[src/source/soc_pkg.sv]
`default_nettype none

package soc_pkg;

	typedef logic [31:0] word_t;
	typedef logic [31:0] addr_t;
	typedef logic [3:0]  strb_t;
	typedef logic [4:0]  reg_idx_t;

	localparam addr_t RESET_PC   = 32'h8000_0000;
	localparam addr_t SRAM_BASE  = 32'h8000_0000;
	localparam int    SRAM_WORDS = 256;
	localparam int    SRAM_AW    = $clog2(SRAM_WORDS);
	localparam addr_t UART_ADDR  = 32'h1000_0000;

	typedef logic [SRAM_AW-1:0] sram_idx_t; // Word index into SRAM

	localparam logic [6:0] OP_LUI    = 7'b0110111;
	localparam logic [6:0] OP_IMM    = 7'b0010011;
	localparam logic [6:0] OP_REG    = 7'b0110011;
	localparam logic [6:0] OP_LOAD   = 7'b0000011;
	localparam logic [6:0] OP_STORE  = 7'b0100011;
	localparam logic [6:0] OP_BRANCH = 7'b1100011;
	localparam logic [6:0] OP_JAL    = 7'b1101111;
	localparam logic [6:0] OP_SYSTEM = 7'b1110011;

	typedef struct packed {
		addr_t addr;
		word_t wdata;
		strb_t wstrb;
		logic  write;
	} bus_req_t;

	typedef struct packed {
		word_t rdata;
		logic  err;
	} bus_rsp_t;

	typedef struct packed {
		logic      en;
		sram_idx_t idx;
		word_t     data;
	} boot_wr_t;

	typedef enum logic [2:0] {IDLE, FETCH, EXEC, MEM, HALT} core_state_t;

endpackage

`default_nettype wire

[src/source/uart_tx_slave.sv]
`timescale 1ns/1ps
`default_nettype none

module uart_tx_slave import soc_pkg::*; (
	input  wire           clock,
	input  wire           rst_n,
	input  wire bus_req_t req,
	input  wire           req_valid,
	output logic          req_ready,
	output bus_rsp_t      rsp,
	output logic          rsp_valid,
	output logic          tx_valid,
	output logic [7:0]    tx_data
);

	logic accept;

	assign req_ready = !rsp_valid;
	assign accept    = req_valid && req_ready;
	assign rsp       = '{rdata: '0, err: 1'b0}; // Write-only so reads give zero

	always_ff @(posedge clock) begin
		if (accept)
			tx_data <= req.wdata[7:0];
	end

	always_ff @(posedge clock or negedge rst_n) begin
		if (!rst_n) begin
			rsp_valid <= 1'b0;
			tx_valid  <= 1'b0;
		end else begin
			rsp_valid <= accept;
			tx_valid  <= accept && req.write && req.wstrb[0];
		end
	end

endmodule

`default_nettype wire
[config.mk]
export PLATFORM = sky130hd
export DESIGN_NAME = uart_tx_slave
export DESIGN_NICKNAME = d
export VERILOG_FILES = /design/src/source/soc_pkg.sv /design/src/source/uart_tx_slave.sv
export SDC_FILE = /design/constraint.sdc
export NUM_CORES = 1
export LEC_CHECK = 0
export BUFFER_PORTS_ARGS = -buffer_cell sky130_fd_sc_hd__buf_2
export CORE_MARGIN = 2
export CORE_UTILIZATION = 26
export DETAILED_ROUTE_END_ITERATION = 8
export PLACE_DENSITY = 0.83
export SYNTH_ARGS = -nofsm -noshare
export SYNTH_HDL_FRONTEND = slang
export SYNTH_SLANG_ARGS = --single-unit
[constraint.sdc]
create_clock -name clock -period 1.6 [get_ports clock]
set_input_delay 0 -clock clock [delete_from_list [all_inputs] [get_ports clock]]
set_output_delay 0 -clock clock [all_outputs]
set_load 0.05 [all_outputs]
==> metrics <==
outcome finished clean; Synth top cells by count buf_4 (33), edfxtp_1 (8), dfrtp_1 (2); Nets 155; crit path DAT 0.99 ns; antenna-violating nets left 0; final worst setup slack 0.563 ns; DR pass1 iterations 1; vias in the first global route 292; layout cells sized above 1 34.1%; Placement Setup Slack 0.574 ns; Synth area leader buf_4; HPWL after DPL 623 um; synth warn 0; Initial DRC Count 0; Worst R2R Setup Slack 0.56 ns; asr flop ratio synth 20.0%; drt wl/cell 8.91 um; worst-case clock buffer depth 2; ys flop type edfxtp_1; Fillers 199; Met3 Wirelength 168 um; residual DRC count 0; met2 WL 521 um; number of synthesized register bits 10; fin crit period 1.04 ns; fmax 0.964 GHz; register area share after synthesis 51.4%; Inserted Clock Buffers 3; uppermost layer routed met4; die width 50.6 um; Max Cap Viol 0; CP required 1.55 ns; count leader, synth buf_4; synth-to-layout area growth 26.2%; Syn Area/Cell 12.0 sq um; total gr overflow 0; clk slew on worst S/H paths 0.06 ns; Max stage delay on crit path 0.40 ns; Antenna diodes 0; Hold Buf Count CTS 9; clock latency at the later pin of the worst-skew pair 0.25 ns; final WL 971 um; CTS tree yes; Layout Utilization 35.6%; Post-Syn Area 564 sq um; GPL Wtd Cong 0.536; Worst Setup Path Type flop to flop; Clock Skew 0.000489 ns; Initial Util 28.2%; pins over their slew limit 0; Resized cells post-CTS 0; Synth Instances 47; Cell Pwr Density 1110 nW/um^2; num rows 16; Die Height 50.6 um; first-pass GRT wire length 1300 um; wl on met1 265 um; postcts setup bufs 0; synth top area cells buf_4 (44%), edfxtp_1 (43%), dfrtp_1 (8.9%); antenna violations before repair 0; DR vias 336; vias per cell 3.08; post-synth cell types 7; root buf cell clkbuf_4; cell family contributing the most delay on the critical path flip-flops; final setup fails 0; Die Area 2560 sq um; top cell type's share of synthesized area 43.9%; CP cell instances and2b_2; GR Util All Layers 7.83%; slowest cell on the critical path dfrtp_1; io pins 116; Worst Setup Start Kind flop; worst path bufs/invs 0; Worst Hold Class input port to flop; Crit Path Max Fanout 9; number of synthesized flops with an enable pin 8; Sink Count 10; Worst setup EP type flop; RSZ-0062 raised after global routing false; largest net degree at the start of global routing 10; Port Buffers 23; post-route setup TNS 0 ns; Hold Violations, Final 0; maximum vdd drop 357 uV; H-tree levels 1; leakage 0.374 nW; fin crit share 64.8%; Core ar. 2000 sq um
==> area by class of cell <==
type                    instances  area [sq um]  area share (%)
flip-flops and latches         10           290            40.8
inverters                       1          3.75           0.527
multi-input cells              35           143            20.0
clock buffers                   4          36.3            5.10
repair buffers                 32           205            28.8
well taps                      27          33.8            4.75
==> state kept, by name, indices dropped and copies added (netlist names) <==
name / cells
tx_data: 8
rsp_valid: 1
tx_valid: 1
==> logic make-up (layout without fill, tap and decap cells) <==
group,count (synthesis),count (layout),share of synthesized area [%]
buf+inv,34,37,44.6
flops,10,10,51.4
other cells,1,33,0.665
simple gates,2,2,3.33
==> power by group <==
part | internal [W] | switching (W) | leakage, nW | total (W)
sequential | 0.000298 | 0.00000473 | 0.102 | 0.000303
clock | 0.000137 | 0.0000728 | 0.0210 | 0.000210
combinational | 0.0000370 | 0.000242 | 0.250 | 0.000279
==> per-stage QoR <==
| step | hold slack (ns) | cell area, sq um | instances | power (W) |
|---|---|---|---|---|
| 2_1_floorplan | -0.296 | 684 | 79 | 0.000600 |
| 3_5_place_dp | -0.210 | 586 | 96 | 0.000566 |
| 6_report | 0.0332 | 712 | 109 | 0.000792 |
| 5_1_grt | 0.0324 | 712 | 109 | 0.000828 |
| 4_1_cts | 0.0251 | 712 | 109 | 0.000798 |
| 3_3_place_gp | -0.215 | 586 | 96 | 0.000564 |
==> routing by layer <==
metal  global-route usage (%)  vias to the layer above
met2                     16.0                       46
met5                        0                        -
met3                     2.68                        2
met1                     4.63                      135
met4                     8.11                        0
li1                         -                      153
==> path summary, 6_finish.rpt <==
kind	startpoint	cells after the start	to
max	rsp_valid	1	tx_data[3]
min	req[0]	2	tx_valid
max reg2reg	rsp_valid	1	tx_data[3]
min reg2reg	rsp_valid	1	tx_valid
max in group asynchronous	rst_n	2	tx_valid
min in group asynchronous	rst_n	2	rsp_valid
==> cell usage in the layout (no fill, tap or decap) <==
cell type | synthesis | final
and2b_2 | 1 | 1
and4b_1 | 1 | 1
buf_2 | 0 | 23
clkbuf_4 | 0 | 3
clkbuf_8 | 0 | 1
conb_1 | 1 | 33
dfrtp_1 | 2 | 2
dlygate4sd3_1 | 0 | 9
edfxtp_1 | 8 | 8
inv_1 | 1 | 1
Power figures use the tool's default switching activity.
