## src/source/soc_pkg.sv

```systemverilog
`default_nettype none

package soc_pkg;

	typedef logic [31:0] word_t;
	typedef logic [31:0] addr_t;
	typedef logic [3:0]  strb_t;
	typedef logic [4:0]  reg_idx_t;

	localparam addr_t RESET_PC   = 32'h8000_0000;
	localparam addr_t SRAM_BASE  = 32'h8000_0000;
	localparam int    SRAM_WORDS = 256;
	localparam int    SRAM_AW    = $clog2(SRAM_WORDS);
	localparam addr_t UART_ADDR  = 32'h1000_0000;

	typedef logic [SRAM_AW-1:0] sram_idx_t; // Word index into SRAM

	localparam logic [6:0] OP_LUI    = 7'b0110111;
	localparam logic [6:0] OP_IMM    = 7'b0010011;
	localparam logic [6:0] OP_REG    = 7'b0110011;
	localparam logic [6:0] OP_LOAD   = 7'b0000011;
	localparam logic [6:0] OP_STORE  = 7'b0100011;
	localparam logic [6:0] OP_BRANCH = 7'b1100011;
	localparam logic [6:0] OP_JAL    = 7'b1101111;
	localparam logic [6:0] OP_SYSTEM = 7'b1110011;

	typedef struct packed {
		addr_t addr;
		word_t wdata;
		strb_t wstrb;
		logic  write;
	} bus_req_t;

	typedef struct packed {
		word_t rdata;
		logic  err;
	} bus_rsp_t;

	typedef struct packed {
		logic      en;
		sram_idx_t idx;
		word_t     data;
	} boot_wr_t;

	typedef enum logic [2:0] {IDLE, FETCH, EXEC, MEM, HALT} core_state_t;

endpackage

`default_nettype wire

```

## src/source/bus_xbar.sv

```systemverilog
`timescale 1ns/1ps
`default_nettype none

module bus_xbar import soc_pkg::*; (
	input  wire           clock,
	input  wire           rst_n,
	input  wire bus_req_t ifu_req,
	input  wire           ifu_req_valid,
	output logic          ifu_req_ready,
	output bus_rsp_t      ifu_rsp,
	output logic          ifu_rsp_valid,
	input  wire bus_req_t lsu_req,
	input  wire           lsu_req_valid,
	output logic          lsu_req_ready,
	output bus_rsp_t      lsu_rsp,
	output logic          lsu_rsp_valid,
	output bus_req_t      sram_req,
	output logic          sram_req_valid,
	input  wire           sram_req_ready,
	input  wire bus_rsp_t sram_rsp,
	input  wire           sram_rsp_valid,
	output bus_req_t      uart_req,
	output logic          uart_req_valid,
	input  wire           uart_req_ready,
	input  wire bus_rsp_t uart_rsp,
	input  wire           uart_rsp_valid
);

	bus_req_t req_sel;
	logic     any_valid, hit_sram, hit_uart, slave_ready, accept;
	logic     busy, grant_lsu, tgt_sram, tgt_uart;
	bus_rsp_t rsp_sel;
	logic     rsp_valid_sel;

	assign req_sel   = lsu_req_valid ? lsu_req : ifu_req; // lsu has priority
	assign any_valid = lsu_req_valid | ifu_req_valid;

	assign hit_sram = (req_sel.addr >= SRAM_BASE)
		&& (req_sel.addr < SRAM_BASE + addr_t'(SRAM_WORDS * 4));
	assign hit_uart = (req_sel.addr[31:2] == UART_ADDR[31:2]);

	assign slave_ready = hit_sram ? sram_req_ready : (hit_uart ? uart_req_ready : 1'b1);
	assign accept      = !busy && any_valid && slave_ready;

	assign sram_req       = req_sel;
	assign uart_req       = req_sel;
	assign sram_req_valid = !busy && any_valid && hit_sram;
	assign uart_req_valid = !busy && any_valid && hit_uart;

	assign lsu_req_ready = !busy && lsu_req_valid && slave_ready;
	assign ifu_req_ready = !busy && !lsu_req_valid && slave_ready;

	// Unmapped target answers by itself one cycle after accept
	assign rsp_sel       = tgt_sram ? sram_rsp : (tgt_uart ? uart_rsp : '{rdata: '0, err: 1'b1});
	assign rsp_valid_sel = tgt_sram ? sram_rsp_valid : (tgt_uart ? uart_rsp_valid : 1'b1);

	assign ifu_rsp       = rsp_sel;
	assign lsu_rsp       = rsp_sel;
	assign ifu_rsp_valid = busy && rsp_valid_sel && !grant_lsu;
	assign lsu_rsp_valid = busy && rsp_valid_sel && grant_lsu;

	always_ff @(posedge clock or negedge rst_n) begin
		if (!rst_n) begin
			busy      <= 1'b0;
			grant_lsu <= 1'b0;
			tgt_sram  <= 1'b0;
			tgt_uart  <= 1'b0;
		end else if (accept) begin
			busy      <= 1'b1;
			grant_lsu <= lsu_req_valid;
			tgt_sram  <= hit_sram;
			tgt_uart  <= hit_uart;
		end else if (busy && rsp_valid_sel) begin
			busy <= 1'b0;
		end
	end

endmodule

`default_nettype wire

```

## config.mk

```make
export PLATFORM = sky130hd
export DESIGN_NAME = bus_xbar
export DESIGN_NICKNAME = d
export VERILOG_FILES = /design/src/source/soc_pkg.sv /design/src/source/bus_xbar.sv
export SDC_FILE = /design/constraint.sdc
export NUM_CORES = 1
export LEC_CHECK = 0
export BUFFER_PORTS_ARGS = -buffer_cell sky130_fd_sc_hd__buf_2
export CELL_PAD_IN_SITES_DETAIL_PLACEMENT = 0
export CELL_PAD_IN_SITES_GLOBAL_PLACEMENT = 1
export CORE_AREA = 2 2 164 166
export DETAILED_ROUTE_END_ITERATION = 16
export DIE_AREA = 0 0 166 168
export GPL_ROUTABILITY_DRIVEN = 0
export GPL_TIMING_DRIVEN = 0
export PLACE_DENSITY_LB_ADDON = 0.08
export SYNTH_ARGS = -nofsm -noshare
export SYNTH_HDL_FRONTEND = slang
export SYNTH_SLANG_ARGS = --single-unit
```

## constraint.sdc

```tcl
create_clock -name clock -period 2.2 [get_ports clock]
set_clock_uncertainty 0.1 [all_clocks]
set_input_delay 0.33 -clock clock [delete_from_list [all_inputs] [get_ports clock]]
set_output_delay 0.33 -clock clock [all_outputs]
set_load 0.03 [all_outputs]
```

==> results by group <==
GRT
  • GR Layer Usage met1: 9.99%
  • Pin count of the biggest net entering global routing: 11
  • Global route overflow: 0
  • GRT met3 Usage: 5.59%
  • Initial antenna violation count: 5
  • GRT met2 Usage: 22.6%
  • First-pass GRT wire length: 23,900 µm
  • Most Crowded Layer GR: met2
  • GRT Total Usage: 11.1%
  • Vias in the first global route: 3,969

Worst hold path
  • HP Class: input pin to flop

Floorplanning
  • Boundary Pins: 422
  • Row count: 60
  • Die H: 168 µm
  • Die area: 27,900 µm²
  • Die W: 166 µm
  • Starting Density: 9.23%
  • CORE AREA: 26,400 µm²

Cells and area
  • Layout cells sized above 1: 89.8%
  • Most frequent cells in the layout: 415 x buf_2, 110 x buf_4, 68 x mux2_2
  • Fin nets: 937
  • Layout fillers: 3,013
  • Util after Layout: 20.8%
  • Synth-to-Final Area Change: 126%
  • Multi-input logic area: 1730 µm²
  • Commonest non-fill, non-tap cell in the layout: buf_2
  • Register Area: 103 µm²

Synthesis
  • Post-synth EDFFs: 0
  • Main flop type after synthesis: dfrtp_1
  • Yosys reg bits: 4
  • Library cells used by synthesis: 37
  • Post-synth top area share: 31.8%
  • Post-synthesis instance total: 291
  • Post-Syn Area per Cell: 8.36 µm²
  • Ys Warns: 0
  • Sequential fraction of the synthesis area: 4.12%
  • Syn Nets: 503
  • Post-synthesis async set-or-reset flop share: 100%
  • Top cells by area, synth: buf_4 32%, mux2_2 31%, a22o_1 11%, dfrtp_1 4.1%, nor4_1 2.1%
  • Cell taking the most area after synthesis: buf_4
  • Post-Syn Area: 2430 µm²

Clock network
  • CTS Sinks: 4
  • CTS tree: done
  • Root Driver: clkbuf_16
  • CTS H-tree depth: 1
  • Clock buffer count from CTS: 3
  • Clk pin slew, worst setup/hold paths: 0.03 ns
  • Worst-Skew Late Latency: 0.22 ns
  • CTS Buffer Depth: 2

Power
  • Power per cell area: 400 nW/µm²
  • Max rail drop VDD: 0.147 mV
  • Pleak: 3.05 nW
  • Power Total: 2.19 mW

Timing
  • Hold_ws: 0.348 ns
  • Highest Clock Rate: 450 MHz
  • Count of final max-slew check failures: 0
  • Final hold vios: 0
  • Post-route minimum period: 2.22 ns
  • Setup violators final: 2
  • RSZ-0062 raised after global routing: yes
  • Worst setup margin: -0.0244 ns
  • Slew @ Worst Pin: 0.500 ns
  • Worst slew margin: 66.5%
  • Part of the cycle the worst path needs: 101%

Critical path
  • Kind of critical path: input pin to output port
  • R2R Setup Slk: 0.68 ns
  • Critical Path AT: 1.79 ns
  • CP Max Fanout: 3
  • Critical Path RT: 1.77 ns
  • CP Launch Type: input pin
  • CP Capture Type: output port

Routing
  • Wirelength, routed: 16,900 µm
  • DR iter-0 viols: 96
  • DR pass1 iterations: 4
  • Routed via count: 3,811
  • Antenna violation net count after detailed routing: 0
  • Residual DRC: 0
  • DR vias/cell: 3.58
  • Routed wire length per instance: 15.8 µm

Status
  • Violated checks: negative setup slack
  • Status: finished, violations left

Run
  • Max-cap violations: 0

Place
  • DPL Wire Length: 15,600 µm
  • Count of input and output buffers: 421
layout make-up:
cell class                 count  area share [%]
clock buffer                   3            1.37
buffer                       117            16.2
inverter                       3           0.205
multi-input combinational    166            31.6
antenna                        2          0.0912
timing repair buffer         430            40.9
tap                          341            7.77
sequential                     4            1.87
cells in the mapped netlist, drive strengths merged, types with 2 or more instances:
library cell and instances:
a21oi 2, a221oi 2, a22o 31, and2 2, buf 113, clkbuf 5
dfrtp 4, inv 3, mux2 68, nand2 12, nand2b 2, nand3 2
nor2 7, nor2b 2, nor3 3, nor3b 2, nor4 9, nor4b 5
o21ai 3, o221ai 2, o22ai 3, o31ai 2
metal layers:
metal | share of wire (%) | vias to the layer above
met5 | 0.24 | -
li1 | - | 1836
met4 | 0.27 | 6
met1 | 31 | 1715
met3 | 13 | 8
met2 | 55 | 246
where the power goes:
group / switching [mW] / internal, mW / total, mW
registers: 0.0185 / 0.0858 / 0.104
logic: 1.10 / 0.713 / 1.81
clock network: 0.0450 / 0.232 / 0.277
total: 1.16 / 1.03 / 2.19
kinds of logic (layout without fill, tap and decap cells):
logic type	Yosys count	count (layout)	synth area share, %
buffers and inverters	121	553	34.8
and+or+nand+nor	47	47	11.6
other	0	2	0
AOI/OAI and AO/OA	50	50	17.6
DFF	4	4	4.12
muxes	69	69	31.9
path summary, 6_finish.rpt:
path | from | to | depth (start not counted)
worst max register to register | busy | tgt_uart | 4
worst min register to register | grant_lsu | grant_lsu | 2
worst min-delay path | sram_req_ready | tgt_sram | 3
min in group asynchronous | rst_n | grant_lsu | 2
max in group asynchronous | rst_n | tgt_uart | 2
worst max-delay path | ifu_req[55] | uart_req_valid | 7
sequential cells by signal, summed over array words and instances, names as in the netlist:
name,cells
busy,1
tgt_uart,1
grant_lsu,1
tgt_sram,1
critical path: stages:
cell      delay, ns
buf_6          0.09
nor4_2         0.25
nand3b_1       0.17
a221oi_4       0.38
nand2_2        0.14
nor4b_4        0.24
buf_6          0.18
per-stage QoR:
stage	area [µm²]	setup TNS [ns]	setup slack, ns	cells
5_1_grt	5480	-0.503	-0.157	1064
2_1_floorplan	2450	-0.0661	-0.0225	291
3_5_place_dp	4980	-33.40	-0.426	1053
3_3_place_gp	4980	-24.72	-0.440	1053
6_report	5490	-0.0430	-0.0244	1066
4_1_cts	5420	-0.211	-0.109	1063
repair_timing:
action                                 CTS  global route
pin swaps                               11             3
setup buffers                            7             1
gates cloned                             0             0
setup endpoints to repair              191            13
gates resized for setup                 66            12
hold buffers                             1             0
endpoints found under the hold margin    4             0
Note: power is estimated with default switching activity, not from simulation.
