$ cat src/source/soc_pkg.sv
`default_nettype none

package soc_pkg;

	typedef logic [31:0] word_t;
	typedef logic [31:0] addr_t;
	typedef logic [3:0]  strb_t;
	typedef logic [4:0]  reg_idx_t;

	localparam addr_t RESET_PC   = 32'h8000_0000;
	localparam addr_t SRAM_BASE  = 32'h8000_0000;
	localparam int    SRAM_WORDS = 256;
	localparam int    SRAM_AW    = $clog2(SRAM_WORDS);
	localparam addr_t UART_ADDR  = 32'h1000_0000;

	typedef logic [SRAM_AW-1:0] sram_idx_t; // Word index into SRAM

	localparam logic [6:0] OP_LUI    = 7'b0110111;
	localparam logic [6:0] OP_IMM    = 7'b0010011;
	localparam logic [6:0] OP_REG    = 7'b0110011;
	localparam logic [6:0] OP_LOAD   = 7'b0000011;
	localparam logic [6:0] OP_STORE  = 7'b0100011;
	localparam logic [6:0] OP_BRANCH = 7'b1100011;
	localparam logic [6:0] OP_JAL    = 7'b1101111;
	localparam logic [6:0] OP_SYSTEM = 7'b1110011;

	typedef struct packed {
		addr_t addr;
		word_t wdata;
		strb_t wstrb;
		logic  write;
	} bus_req_t;

	typedef struct packed {
		word_t rdata;
		logic  err;
	} bus_rsp_t;

	typedef struct packed {
		logic      en;
		sram_idx_t idx;
		word_t     data;
	} boot_wr_t;

	typedef enum logic [2:0] {IDLE, FETCH, EXEC, MEM, HALT} core_state_t;

endpackage

`default_nettype wire

$ cat src/source/rv_core.sv
`timescale 1ns/1ps
`default_nettype none

module rv_core import soc_pkg::*; (
	input  wire           clock,
	input  wire           rst_n,
	input  wire           start,
	output bus_req_t      ifu_req,
	output logic          ifu_req_valid,
	input  wire           ifu_req_ready,
	input  wire bus_rsp_t ifu_rsp,
	input  wire           ifu_rsp_valid,
	output bus_req_t      lsu_req,
	output logic          lsu_req_valid,
	input  wire           lsu_req_ready,
	input  wire bus_rsp_t lsu_rsp,
	input  wire           lsu_rsp_valid,
	output addr_t         pc,
	output logic          retire,
	output logic          halted,
	output logic          fault,
	output word_t         halt_ret
);

	core_state_t state;
	word_t       instr;
	word_t       rf [32];
	logic        ifu_wait;
	logic        lsu_wait;

	reg_idx_t    rs1, rs2, rd;
	word_t       imm;
	logic [6:0]  opcode;
	logic [2:0]  funct3;
	logic        is_sub, wen_rd, is_load, is_store;
	strb_t       mem_strb;

	word_t       rs1_val, rs2_val, alu_b, alu_out;
	word_t       pc_plus4, next_pc, mem_addr, rd_shift, load_val, rf_wdata;
	logic        br_taken, rf_wen;

	rv_decode u_decode (
		.instr   (instr),
		.rs1     (rs1),
		.rs2     (rs2),
		.rd      (rd),
		.imm     (imm),
		.opcode  (opcode),
		.funct3  (funct3),
		.is_sub  (is_sub),
		.wen_rd  (wen_rd),
		.is_load (is_load),
		.is_store(is_store),
		.mem_strb(mem_strb)
	);

	assign rs1_val  = (rs1 == '0) ? '0 : rf[rs1];
	assign rs2_val  = (rs2 == '0) ? '0 : rf[rs2];
	assign halt_ret = rf[10]; // a0
	assign pc_plus4 = pc + 32'd4;

	assign alu_b = (opcode == OP_REG) ? rs2_val : imm;

	always_comb begin
		case (funct3)
			3'b000:  alu_out = is_sub ? rs1_val - alu_b : rs1_val + alu_b;
			3'b100:  alu_out = rs1_val ^ alu_b;
			3'b110:  alu_out = rs1_val | alu_b;
			3'b111:  alu_out = rs1_val & alu_b;
			default: alu_out = rs1_val + alu_b;
		endcase
		if (opcode == OP_LUI)
			alu_out = imm;
	end

	assign br_taken = (opcode == OP_JAL)
		|| ((opcode == OP_BRANCH) && ((rs1_val == rs2_val) ^ funct3[0])); // beq / bne
	assign next_pc = br_taken ? pc + imm : pc_plus4;

	assign mem_addr = rs1_val + imm;
	assign rd_shift = lsu_rsp.rdata >> {mem_addr[1:0], 3'b000};

	always_comb begin
		case (funct3)
			3'b000:  load_val = {{24{rd_shift[7]}}, rd_shift[7:0]};
			3'b001:  load_val = {{16{rd_shift[15]}}, rd_shift[15:0]};
			3'b100:  load_val = {24'b0, rd_shift[7:0]};
			3'b101:  load_val = {16'b0, rd_shift[15:0]};
			default: load_val = lsu_rsp.rdata;
		endcase
	end

	assign ifu_req       = '{addr: pc, wdata: '0, wstrb: '0, write: 1'b0};
	assign ifu_req_valid = (state == FETCH) && !ifu_wait;

	assign lsu_req.addr  = mem_addr;
	assign lsu_req.wdata = rs2_val << {mem_addr[1:0], 3'b000};
	assign lsu_req.wstrb = is_store ? strb_t'(mem_strb << mem_addr[1:0]) : '0;
	assign lsu_req.write = is_store;
	assign lsu_req_valid = (state == MEM) && !lsu_wait;

	assign rf_wen = ((state == EXEC) && wen_rd && !is_load)
		|| ((state == MEM) && lsu_rsp_valid && !lsu_rsp.err && is_load);
	assign rf_wdata = (state == MEM) ? load_val : ((opcode == OP_JAL) ? pc_plus4 : alu_out);

	assign halted = (state == HALT);

	always_ff @(posedge clock) begin
		if (rf_wen && (rd != '0))
			rf[rd] <= rf_wdata;
		if ((state == FETCH) && ifu_rsp_valid)
			instr <= ifu_rsp.rdata;
	end

	always_ff @(posedge clock or negedge rst_n) begin
		if (!rst_n) begin
			state    <= IDLE;
			pc       <= RESET_PC;
			retire   <= 1'b0;
			fault    <= 1'b0;
			ifu_wait <= 1'b0;
			lsu_wait <= 1'b0;
		end else begin
			retire <= 1'b0;
			case (state)
				IDLE: if (start) state <= FETCH;
				FETCH: begin
					if (ifu_req_valid && ifu_req_ready)
						ifu_wait <= 1'b1;
					if (ifu_rsp_valid) begin
						ifu_wait <= 1'b0;
						state    <= ifu_rsp.err ? HALT : EXEC;
						fault    <= ifu_rsp.err;
					end
				end
				EXEC: begin
					if (opcode == OP_SYSTEM) begin // ebreak
						state  <= HALT;
						retire <= 1'b1;
					end else if (is_load || is_store) begin
						state <= MEM;
					end else begin
						pc     <= next_pc;
						retire <= 1'b1;
						state  <= FETCH;
					end
				end
				MEM: begin
					if (lsu_req_valid && lsu_req_ready)
						lsu_wait <= 1'b1;
					if (lsu_rsp_valid) begin
						lsu_wait <= 1'b0;
						if (lsu_rsp.err) begin
							state <= HALT;
							fault <= 1'b1;
						end else begin
							pc     <= pc_plus4;
							retire <= 1'b1;
							state  <= FETCH;
						end
					end
				end
				HALT: ;
				default: state <= IDLE;
			endcase
		end
	end

endmodule

`default_nettype wire

$ cat src/source/rv_decode.sv
`timescale 1ns/1ps
`default_nettype none

module rv_decode import soc_pkg::*; (
	input  wire word_t instr,
	output reg_idx_t   rs1,
	output reg_idx_t   rs2,
	output reg_idx_t   rd,
	output word_t      imm,
	output logic [6:0] opcode,
	output logic [2:0] funct3,
	output logic       is_sub,
	output logic       wen_rd,
	output logic       is_load,
	output logic       is_store,
	output strb_t      mem_strb
);

	logic [6:0] op_raw;

	assign op_raw = instr[6:0];
	assign rs1    = instr[19:15];
	assign rs2    = instr[24:20];
	assign rd     = instr[11:7];
	assign funct3 = instr[14:12];

	always_comb begin
		opcode = op_raw;
		imm    = {{20{instr[31]}}, instr[31:20]}; // I-type
		case (op_raw)
			OP_LUI:    imm = {instr[31:12], 12'b0};
			OP_STORE:  imm = {{20{instr[31]}}, instr[31:25], instr[11:7]};
			OP_BRANCH: imm = {{19{instr[31]}}, instr[31], instr[7], instr[30:25], instr[11:8], 1'b0};
			OP_JAL:    imm = {{11{instr[31]}}, instr[31], instr[19:12], instr[20], instr[30:21], 1'b0};
			OP_IMM, OP_REG, OP_LOAD, OP_SYSTEM: ;
			default:   opcode = OP_SYSTEM; // Unknown opcode halts like ebreak
		endcase
	end

	assign is_sub   = (op_raw == OP_REG) && (funct3 == 3'b000) && instr[30];
	assign is_load  = (opcode == OP_LOAD);
	assign is_store = (opcode == OP_STORE);
	assign wen_rd   = (opcode == OP_LUI) || (opcode == OP_IMM) || (opcode == OP_REG)
		|| (opcode == OP_LOAD) || (opcode == OP_JAL);

	always_comb begin
		case (funct3[1:0])
			2'b00:   mem_strb = 4'b0001;
			2'b01:   mem_strb = 4'b0011;
			default: mem_strb = 4'b1111;
		endcase
	end

endmodule

`default_nettype wire

$ cat config.mk
export PLATFORM = sky130hd
export DESIGN_NAME = rv_core
export DESIGN_NICKNAME = d
export VERILOG_FILES = /design/src/source/soc_pkg.sv /design/src/source/rv_core.sv /design/src/source/rv_decode.sv
export SDC_FILE = /design/constraint.sdc
export NUM_CORES = 2
export LEC_CHECK = 0
export BUFFER_PORTS_ARGS = -buffer_cell sky130_fd_sc_hd__buf_2
export CAP_MARGIN = 10
export CORE_ASPECT_RATIO = 0.5
export CORE_MARGIN = 2
export CORE_UTILIZATION = 45
export CTS_BUF_LIST = sky130_fd_sc_hd__clkbuf_8 sky130_fd_sc_hd__clkbuf_16
export CTS_CLUSTER_DIAMETER = 80
export CTS_CLUSTER_SIZE = 40
export DETAILED_ROUTE_END_ITERATION = 7
export SYNTH_ARGS = -nofsm -noshare
export SYNTH_HDL_FRONTEND = slang
export SYNTH_SLANG_ARGS = --single-unit
$ cat constraint.sdc
create_clock -name clock -period 21.4 [get_ports clock]
set_clock_uncertainty 0.05 [all_clocks]
set_input_delay 4.28 -clock clock [delete_from_list [all_inputs] [get_ports clock]]
set_output_delay 4.28 -clock clock [all_outputs]
set_load 0.01 [all_outputs]
==> impl_metrics.env <==
export IMPL_period_minus_slack_ns=12.40
export IMPL_report_final_slew_viol_count=0
export IMPL_cts_setup_buffers=0
export IMPL_rsz0062_at_grt="false"
export IMPL_grt_util_met3_pct=8.13
export IMPL_leakage_nw=22.6
export IMPL_multiInputGateArea_mm2=0.0275
export IMPL_register_area_mm2=0.0329
export IMPL_cts_sinks=1105
export IMPL_track_usage_pct=31.0
export IMPL_critical_path_slowest_cell="buf_4"
export IMPL_num_rows=96
export IMPL_use_met2_pct=47.0
export IMPL_crit_path_end="lsu_req[68]"
export IMPL_yosys_warnings=0
export IMPL_instances_no_fill=6292
export IMPL_cts_root_buf="clkbuf_16"
export IMPL_crit_type="flop to output port"
export IMPL_ant_nets=0
export IMPL_overflow=0
export IMPL_drtPass1Iterations=6
export IMPL_clkPwrFrac_pct=11.3
export IMPL_avgSynthCellArea_um2=14.7
export IMPL_switchingPower_mw=4.43
export IMPL_clockBufferDepth=3
export IMPL_viasPerCell=6.77
export IMPL_grt_use_met1_pct=44.1
export IMPL_cp_required_ns=17.07
export IMPL_vias=42597
export IMPL_boundaryPins=280
export IMPL_h_tree_depth=2
export IMPL_ys_types=88
export IMPL_path_delay_family="compound AO/OA/AOI/OAI gates"
export IMPL_clkSlewWorstSetupHoldPaths_ns=0.15
export IMPL_fin_total_pwr_mw=9.85
export IMPL_grt_pass1_vias=40751
export IMPL_worst_slew_pin_slew_ns=1.38
export IMPL_layout_drive_gt1_share_pct=26.3
export IMPL_synth_common_cells="1056 x edfxtp_1, 576 x mux4_2, 256 x nor2_1"
export IMPL_cp_num_cells=21
export IMPL_area_growth_pct=7.69
export IMPL_rr_endpoint="rf[18][26]$_DFFE_PP_"
export IMPL_start_util_pct=45.4
export IMPL_cts_hold_buffers=0
export IMPL_numCtsBuffers=40
export IMPL_syn_area_mm2=0.0623
export IMPL_max_stage_delay_ns=0.82
export IMPL_timing_final_crit_share_pct=57.9
export IMPL_grt_max_degree=104
export IMPL_grt_first_pass_wirelength_mm=308
export IMPL_ys_seq_elements=1105
export IMPL_yosys_area_top_type_share_pct=50.9
export IMPL_synth_seq_area_share_pct=52.8
export IMPL_setup_viol=0
export IMPL_core_area_mm2=0.137
export IMPL_power_internal_mw=5.42
export IMPL_ir_drop_mv=0.0891
export IMPL_ctsResizeCount=0
export IMPL_place_hpwl_mm=144
export IMPL_syn_inst=4246
export IMPL_r2r_cells=24
export IMPL_synth_edf_count=1056
export IMPL_max_freq_mhz=80.7
export IMPL_drc=0
export IMPL_path_cells="buf_12, buf_4, mux4_2, mux4_2, nor2_1, a2111o_1, inv_1, ha_1, a2111oi_0, o21ai_0, o21ai_0, a21oi_1, o311ai_0, buf_4, a21oi_1, o31a_1, nand4_1, nand3_1, o41a_1, xnor2_1, buf_2"
export IMPL_antenna_found_initial=9
export IMPL_wl_mm=222
export IMPL_powerDensity_mw_per_mm2=147
export IMPL_worstSetupEndpointType="output port"
export IMPL_crit_arrival_ns=8.07
export IMPL_fillerInstances=11631
export IMPL_relSlewSlack_pct=7.15
export IMPL_drtIter0Drc=6043
export IMPL_layout_nets=4638
export IMPL_busiest_layer="met2"
export IMPL_power_frac_comb_pct=55.3
export IMPL_crit_path_start_kind="flop"
export IMPL_holdCritPathClass="flop to flop"
export IMPL_io_buffers=242
export IMPL_status="finished, final reports clean"
export IMPL_crit_buf_inv=5
export IMPL_ff2ff_setup_slack_ns=10.85
export IMPL_yosys_top_cells_area="edfxtp_1 51%, mux4_2 21%, ha_1 3.2%, a21oi_1 1.8%, o21ai_0 1.6%"
export IMPL_maxCapViolCount=0
export IMPL_synthFlopType="edfxtp_1"
export IMPL_cts_tree="yes"
export IMPL_die_x_um=530
export IMPL_clkLatencyLatePin_ns=0.73
export IMPL_p_seq_share_pct=33.4
export IMPL_placedCellCount=6220
export IMPL_yosysTopAreaCell="edfxtp_1"
export IMPL_routedWlPerCell_um=35.3
export IMPL_fin_setup_tns_ns=0
export IMPL_finalHoldViolCount=0
export IMPL_place_congestion=1.02
export IMPL_async_flop_share_pct=3.53
export IMPL_synth_most_common_cell="edfxtp_1"
export IMPL_die_area_mm2=0.142
export IMPL_holdPathStages=2
export IMPL_p_sw_share_pct=45.0
export IMPL_cp_max_fo=103
export IMPL_die_h_um=267
area by class of cell:
class | instances | share of cell area (%)
tap | 1862 | 3.47
clock buffer | 40 | 1.49
clock inverter | 29 | 0.582
inverter | 136 | 0.765
multi-input combinational | 2721 | 41.0
antenna | 1 | 0.00373
timing repair buffer | 398 | 3.63
sequential | 1105 | 49.1
through the flow:
stage | setup WS [ns] | hold WS [ns] | utilization (%) | instance area [um2]
floorplan | 11.95 | 0.414 | - | 62500
global placement | 9.81 | 0.427 | 47.8 | 65700
detailed placement | 9.78 | 0.471 | 47.8 | 65700
CTS | 8.96 | 0.501 | 48.8 | 67000
global route | 8.66 | 0.527 | 48.9 | 67100
finish | 9.00 | 0.508 | 48.9 | 67100
worst register-to-register path: stages, from the launching register on:
cell and delay, ns:
dfxtp_4 0.71, buf_4 0.62, buf_4 0.85, buf_4 0.83, mux4_2 0.65, mux4_2 0.54
o21ai_2 0.92, nand2_1 0.14, o21a_1 0.18, ha_1 0.24, inv_1 0.09, fa_1 0.22
nor2b_1 0.06, o21ai_0 0.32, a21oi_1 0.14, o21ai_0 0.46, a21oi_1 0.27, o311ai_0 0.60
a32oi_1 0.30, a21oi_1 0.71, o21ai_0 0.25, a21boi_0 0.28, xor2_1 0.14, a31oi_2 0.29
buf_4 0.41
layout by cell type (no fill, tap or decap), types with 30 or more instances in the layout:
cell and n:
a211oi_1 56, buf_4 151, xor2_1 60, nand3_1 36
clkbuf_16 40, o22ai_1 93, o21ai_1 30, conb_1 69
edfxtp_1 1056, mux4_2 576, a21o_1 50, inv_1 138
nor3_1 34, a21oi_1 213, mux2i_1 97, nor2_4 35
dfrtp_1 38, nand2_1 235, o21ai_0 179, nor2_1 218
and2_1 31, o21a_1 41, ha_1 158, buf_2 242
xnor2_1 86
kinds of logic (layout without fill, tap and decap cells):
logic type | after synthesis | count (layout) | share of synthesized area, %
adder cells (fa/ha/maj) | 163 | 163 | 3.32
multiplexers | 693 | 693 | 22.7
XOR/XNOR | 146 | 146 | 2.05
flip-flops | 1105 | 1105 | 52.8
AO/OA/AOI/OAI | 910 | 910 | 9.40
AND/OR/NAND/NOR | 740 | 740 | 5.42
other | 1 | 70 | 0.00602
buffers and inverters | 488 | 603 | 4.25
worst min path at each step:
stage / end / slack, ns / startpoint
after global routing: pc[31]$_DFFE_PN1P_ / 0.53 / pc[31]$_DFFE_PN1P_
after global placement: ifu_wait$_DFFE_PN0P_ / 0.43 / ifu_wait$_DFFE_PN0P_
final: lsu_wait$_DFFE_PN0P_ / 0.51 / lsu_wait$_DFFE_PN0P_
after detailed placement: lsu_wait$_DFFE_PN0P_ / 0.47 / lsu_wait$_DFFE_PN0P_
after floorplan: ifu_wait$_DFFE_PN0P_ / 0.41 / ifu_wait$_DFFE_PN0P_
after CTS: lsu_wait$_DFFE_PN0P_ / 0.50 / lsu_wait$_DFFE_PN0P_
power by group through the flow:
| stage | logic [mW] | clock network, mW | registers [mW] |
|---|---|---|---|
| 2_1_floorplan | 3.27 | 0 | 3.29 |
| 3_3_place_gp | 5.23 | 0 | 3.33 |
| 3_5_place_dp | 5.29 | 0 | 3.33 |
| 4_1_cts | 5.30 | 1.13 | 3.29 |
| 5_1_grt | 5.73 | 1.19 | 3.30 |
| 6_report | 5.45 | 1.11 | 3.29 |
sequential cells by signal (all words and copies together), names as in the netlist, named ones only:
name / cells
ifu_wait: 1
rf: 1024
state: 3
lsu_wait: 1
fault: 1
pc: 32
retire: 1
instr: 32
per-layer routing:
metal  up-vias  share of wire, %
met2      2912                44
met4         0               3.5
met1     22104                39
met5         -                 0
met3       404                13
li1      17177                 -
Power figures use the tool's default switching activity.
